**src/rtl/mem_pkg.sv**
```systemverilog
package mem_pkg;

    // Line geometry.
    localparam int LINE_BITS      = 512;  // 64 bytes.
    localparam int ADDR_BITS      = 58;   // 64-bit byte address less the line offset.
    localparam int MEM_INDEX_BITS = 4;
    localparam int MEM_LINES      = 1 << MEM_INDEX_BITS;

    // Latency fields of the timing block.
    localparam int LAT_BITS = 4;

    typedef logic [LINE_BITS-1:0]      line_t;
    typedef logic [ADDR_BITS-1:0]      line_addr_t;
    typedef logic [LAT_BITS-1:0]       latency_t;
    typedef logic [MEM_INDEX_BITS-1:0] mem_index_t;

    localparam latency_t DEFAULT_LATENCY = latency_t'(2);

    // Request from a cache port, or from the arbiter onto the shared bus.
    typedef struct packed {
        line_addr_t mem_addr;
        line_t      mem_data_out;   // Store data.
        logic       mem_req_load;
        logic       mem_req_store;
    } mem_bus_req_t;

    // Answer on the bus. Ready is a one-cycle pulse.
    typedef struct packed {
        line_t mem_data;
        logic  mem_ready;
    } mem_bus_resp_t;

    typedef struct packed {
        latency_t load_latency;
        latency_t store_latency;
    } mem_timing_t;

    // Memory model sequencing.
    typedef enum logic [1:0] {
        idle    = 2'd0,
        busy    = 2'd1,
        respond = 2'd2
    } timing_state_t;

endpackage
```
**src/rtl/mem_timing_regs.sv**
```systemverilog
`timescale 1ns/1ns

module mem_timing_regs (
    input  logic                 clock,
    input  logic                 rst_n,
    input  logic                 cfg_wr,
    input  logic                 cfg_addr,   // 0 load, 1 store.
    input  mem_pkg::latency_t    cfg_wdata,
    output mem_pkg::latency_t    cfg_rdata,
    output mem_pkg::mem_timing_t timing
);

    mem_pkg::latency_t load_lat_q;
    mem_pkg::latency_t store_lat_q;
    mem_pkg::latency_t wdata_fixed;

    // A zero latency would skip the busy state; store it as one.
    assign wdata_fixed = (cfg_wdata == '0) ? mem_pkg::latency_t'(1) : cfg_wdata;

    always_ff @(posedge clock) begin
        if (!rst_n) begin
            load_lat_q  <= mem_pkg::DEFAULT_LATENCY;
            store_lat_q <= mem_pkg::DEFAULT_LATENCY;
        end else if (cfg_wr) begin
            if (cfg_addr) begin
                store_lat_q <= wdata_fixed;
            end else begin
                load_lat_q <= wdata_fixed;
            end
        end
    end

    assign cfg_rdata = cfg_addr ? store_lat_q : load_lat_q;  // Readback.

    assign timing.load_latency  = load_lat_q;
    assign timing.store_latency = store_lat_q;

endmodule

```
**config.mk**
```make
export PLATFORM = sky130hd
export DESIGN_NAME = mem_timing_regs
export DESIGN_NICKNAME = d
export VERILOG_FILES = /design/src/rtl/mem_pkg.sv /design/src/rtl/mem_timing_regs.sv
export SDC_FILE = /design/constraint.sdc
export NUM_CORES = 1
export LEC_CHECK = 0
export BUFFER_PORTS_ARGS = -buffer_cell sky130_fd_sc_hd__buf_2
export CAP_MARGIN = 40
export CORE_AREA = 2 2 39 41
export CTS_BUF_LIST = sky130_fd_sc_hd__clkbuf_2 sky130_fd_sc_hd__clkbuf_4 sky130_fd_sc_hd__clkbuf_8
export CTS_CLUSTER_SIZE = 28
export DETAILED_ROUTE_END_ITERATION = 8
export DIE_AREA = 0 0 41 43
export GPL_TIMING_DRIVEN = 0
export SLEW_MARGIN = 25
export SYNTH_ARGS = -nofsm -noshare
export SYNTH_HDL_FRONTEND = slang
export SYNTH_SLANG_ARGS = --single-unit
export TNS_END_PERCENT = 50
```
**constraint.sdc**
```tcl
create_clock -name clock -period 1.4 [get_ports clock]
set_input_delay 0.07 -clock clock [delete_from_list [all_inputs] [get_ports clock]]
set_output_delay 0.07 -clock clock [all_outputs]
set_load 0.01 [all_outputs]
```
==> impl_results.md <==
* Min Tclk post-route at 1.05 ns
* Pre-Repair DR Iteration Count at 2
* Met3 routed WL at 86 um
* Reg2Reg Depth at 2
* Worst skew pair latency at 0.26 ns
* Distinct cells, synth at 16
* Clock-pin slew on the worst setup and hold paths at 0.06 ns
* Critical Path End Type: primary output
* Worst path required time at 1.33 ns
* Cts hold-fix bufs at 0
* Reg-to-Reg End: store_lat_q[0]
* Final Cycle Share at 0.753
* Number of H-tree levels at 1
* Largest net degree at the start of global routing at 10
* Synthesized instance count at 37
* Grt total ovfl at 0
* CP max stage delay at 0.32 ns
* CP bufs+invs at 1
* Status: completed
* Post-Syn Area per Cell at 9.98 um^2
* CTS Buf Count at 3
* Worst path slowest cell: dfxtp_1
* Met2 WL at 346 um
* Syn. warnings at 0
* Number of global-route vias before repair at 303
* Worst-path fanout max at 3
* Max Used Layer: met4
* Initial Util at 0.267
* GR Util All Layers at 0.109
* Net count, final at 68
* Die area at 1760 um^2
* Placed Instance Area at 479 um^2
* Multi-input gate area at 190 um^2
* Worst setup SP type: register
* Async SR Flop Fraction at 0
* Synth top cells by count: 8 x dfxtp_1, 5 x nand2_1, 4 x mux2_2, 4 x nand3_1, 3 x mux2i_1
* Crit path kind: register to primary output
* Design Area, Final at 502 um^2
* RSZ-0062 raised after global routing: no
* Met1 wire length at 368 um
* Share of cells above drive strength 1 at 0.483
* Top-count cell post-synth: dfxtp_1
* R2R setup slack at 0.72 ns
* Syn_nets at 45
* Achievable Freq at 949 MHz
* CTS root buf: clkbuf_4
* Mean number of vias per cell at 4.64
* Routability Congestion at 0.612
* Max Clock Skew at 0 ns
* Register area share after synthesis at 0.434
* Critical-path cell list: mux2_2, buf_2
* CTS sink cnt at 8
* Routed len/inst at 11.0 um
* Top Family by Delay on Critical Path: flip-flops
* First-pass GRT wire length at 1230 um
* Relative slew margins at 0.829
* Die H at 43 um
* Synth area leader: dfxtp_1
* DP Worst Slack at 0.573 ns
* Diode count at 0
* Clock Path Buffers at 2
* # fillers at 149
* Worst r2r src: store_lat_q[0]
* Hold crit path type: primary input to register
* Final hold violation count at 0
* TritonCTS clock tree: yes
* Slew @ Worst Pin at 0.254 ns
* Final WL at 816 um
* Reg area at 160 um^2
* # Max-Cap Violations at 0
* DRT iter0 DRCs at 1
* Worst vdd ir at 0.248 mV
* Antenna violations before repair at 0
* DR vias at 343
* Synth Flop Type: dfxtp_1
* Synthesized area at 369 um^2
* # IOs at 20
* CP endpoint: cfg_rdata[0]
* Setup bufs post-CTS at 0
* Synth Register Bits at 8
* WP depth at 2
* Area Overhead vs Synth at 35.9%
* Setup violations, final at 0
* Worst EP arrival at 0.98 ns
* Die W at 41 um
* Crit path launch: store_lat_q[0]
* EDFF count, synth at 0
* Post-cts sizing count at 0
* Post-route ant nets at 0
* Port Buf Inserts at 18
* Yosys top cell area share at 0.434
* Fin cells at 74
* Max-slew violations at 0
* Setup total negative slack at 0 ns
* Cell count after placement at 71
* Pwr per Cell Area at 1040 nW/um^2
* Synth top area cells: dfxtp_1 43%, mux2_2 12%, mux2i_1 8.1%
* Core area at 1380 um^2
* LEAKAGE at 0.241 nW
* Drc violations at 0
* Row cnt at 14
* Post-layout worst setup margin at 0.346 ns
==> cell families (layout without fill, tap and decap cells) <==
logic type             Yosys count  after routing  synth area share
AOI/OAI and AO/OA                5              5            0.0949
buffers and inverters            2             23            0.0509
DFF                              8              8             0.434
muxes                            7              7             0.203
and+or+nand+nor                 15             15             0.217
==> how the worst min path moves through the flow <==
stage,from,end,slack (ns),cells past startpoint
after CTS,rst_n,load_lat_q[1],0.05,2
after global routing,rst_n,load_lat_q[1],0.05,2
after detailed placement,rst_n,load_lat_q[1],0.31,2
after floorplan,rst_n,load_lat_q[1],0.13,1
final,rst_n,load_lat_q[1],0.04,2
after global placement,rst_n,load_lat_q[1],0.31,2
==> sequential cells by signal (all words and copies together) (netlist names) <==
name	flops
load_lat_q	4
store_lat_q	4
==> layout make-up <==
class / instances / area share
Clock buffer: 3 / 0.0449
Timing Repair Buffer: 18 / 0.180
Buffer: 2 / 0.0374
Sequential cell: 8 / 0.319
Multi-Input combinational cell: 27 / 0.379
Tap cell: 16 / 0.0399
==> power by group <==
group	total [mW]	switching, mW	leakage [nW]	internal, mW
Combinational	0.0917	0.0455	0.161	0.0463
Sequential	0.248	0.00770	0.0658	0.241
Clock	0.184	0.0850	0.0138	0.0986
==> routing by layer <==
| metal | global-route usage | up-vias |
|---|---|---|
| met5 | 0 | - |
| met4 | 0.100 | 0 |
| met3 | 0.0471 | 2 |
| met2 | 0.150 | 16 |
| met1 | 0.119 | 153 |
| li1 | - | 172 |
==> worst reg2reg max path, stage by stage, from the launching register on <==
cell	delay, ns
dfxtp_1	0.32
nand2b_1	0.14
o311a_1	0.12
==> placed cells by master, fill, tap and decap left out, drive strengths merged <==
cell and instances:
mux2 4, buf 20, a21oi 1, dfxtp 8, mux2i 3, nor2 1
nand3 4, o311a 1, a21boi 2, clkbuf 3, nor3 1, nand2b 1
nor2b 3, o21ai 1, nand2 5
==> per-stage QoR <==
stage	hold slack [ns]	power [mW]	utilization
CTS	0.0463	0.527	0.363
finish	0.0436	0.524	0.363
global placement	0.310	0.345	0.346
detailed placement	0.312	0.346	0.346
global route	0.0475	0.557	0.363
floorplan	0.132	0.306	-
Note: power is estimated with default switching activity, not from simulation.
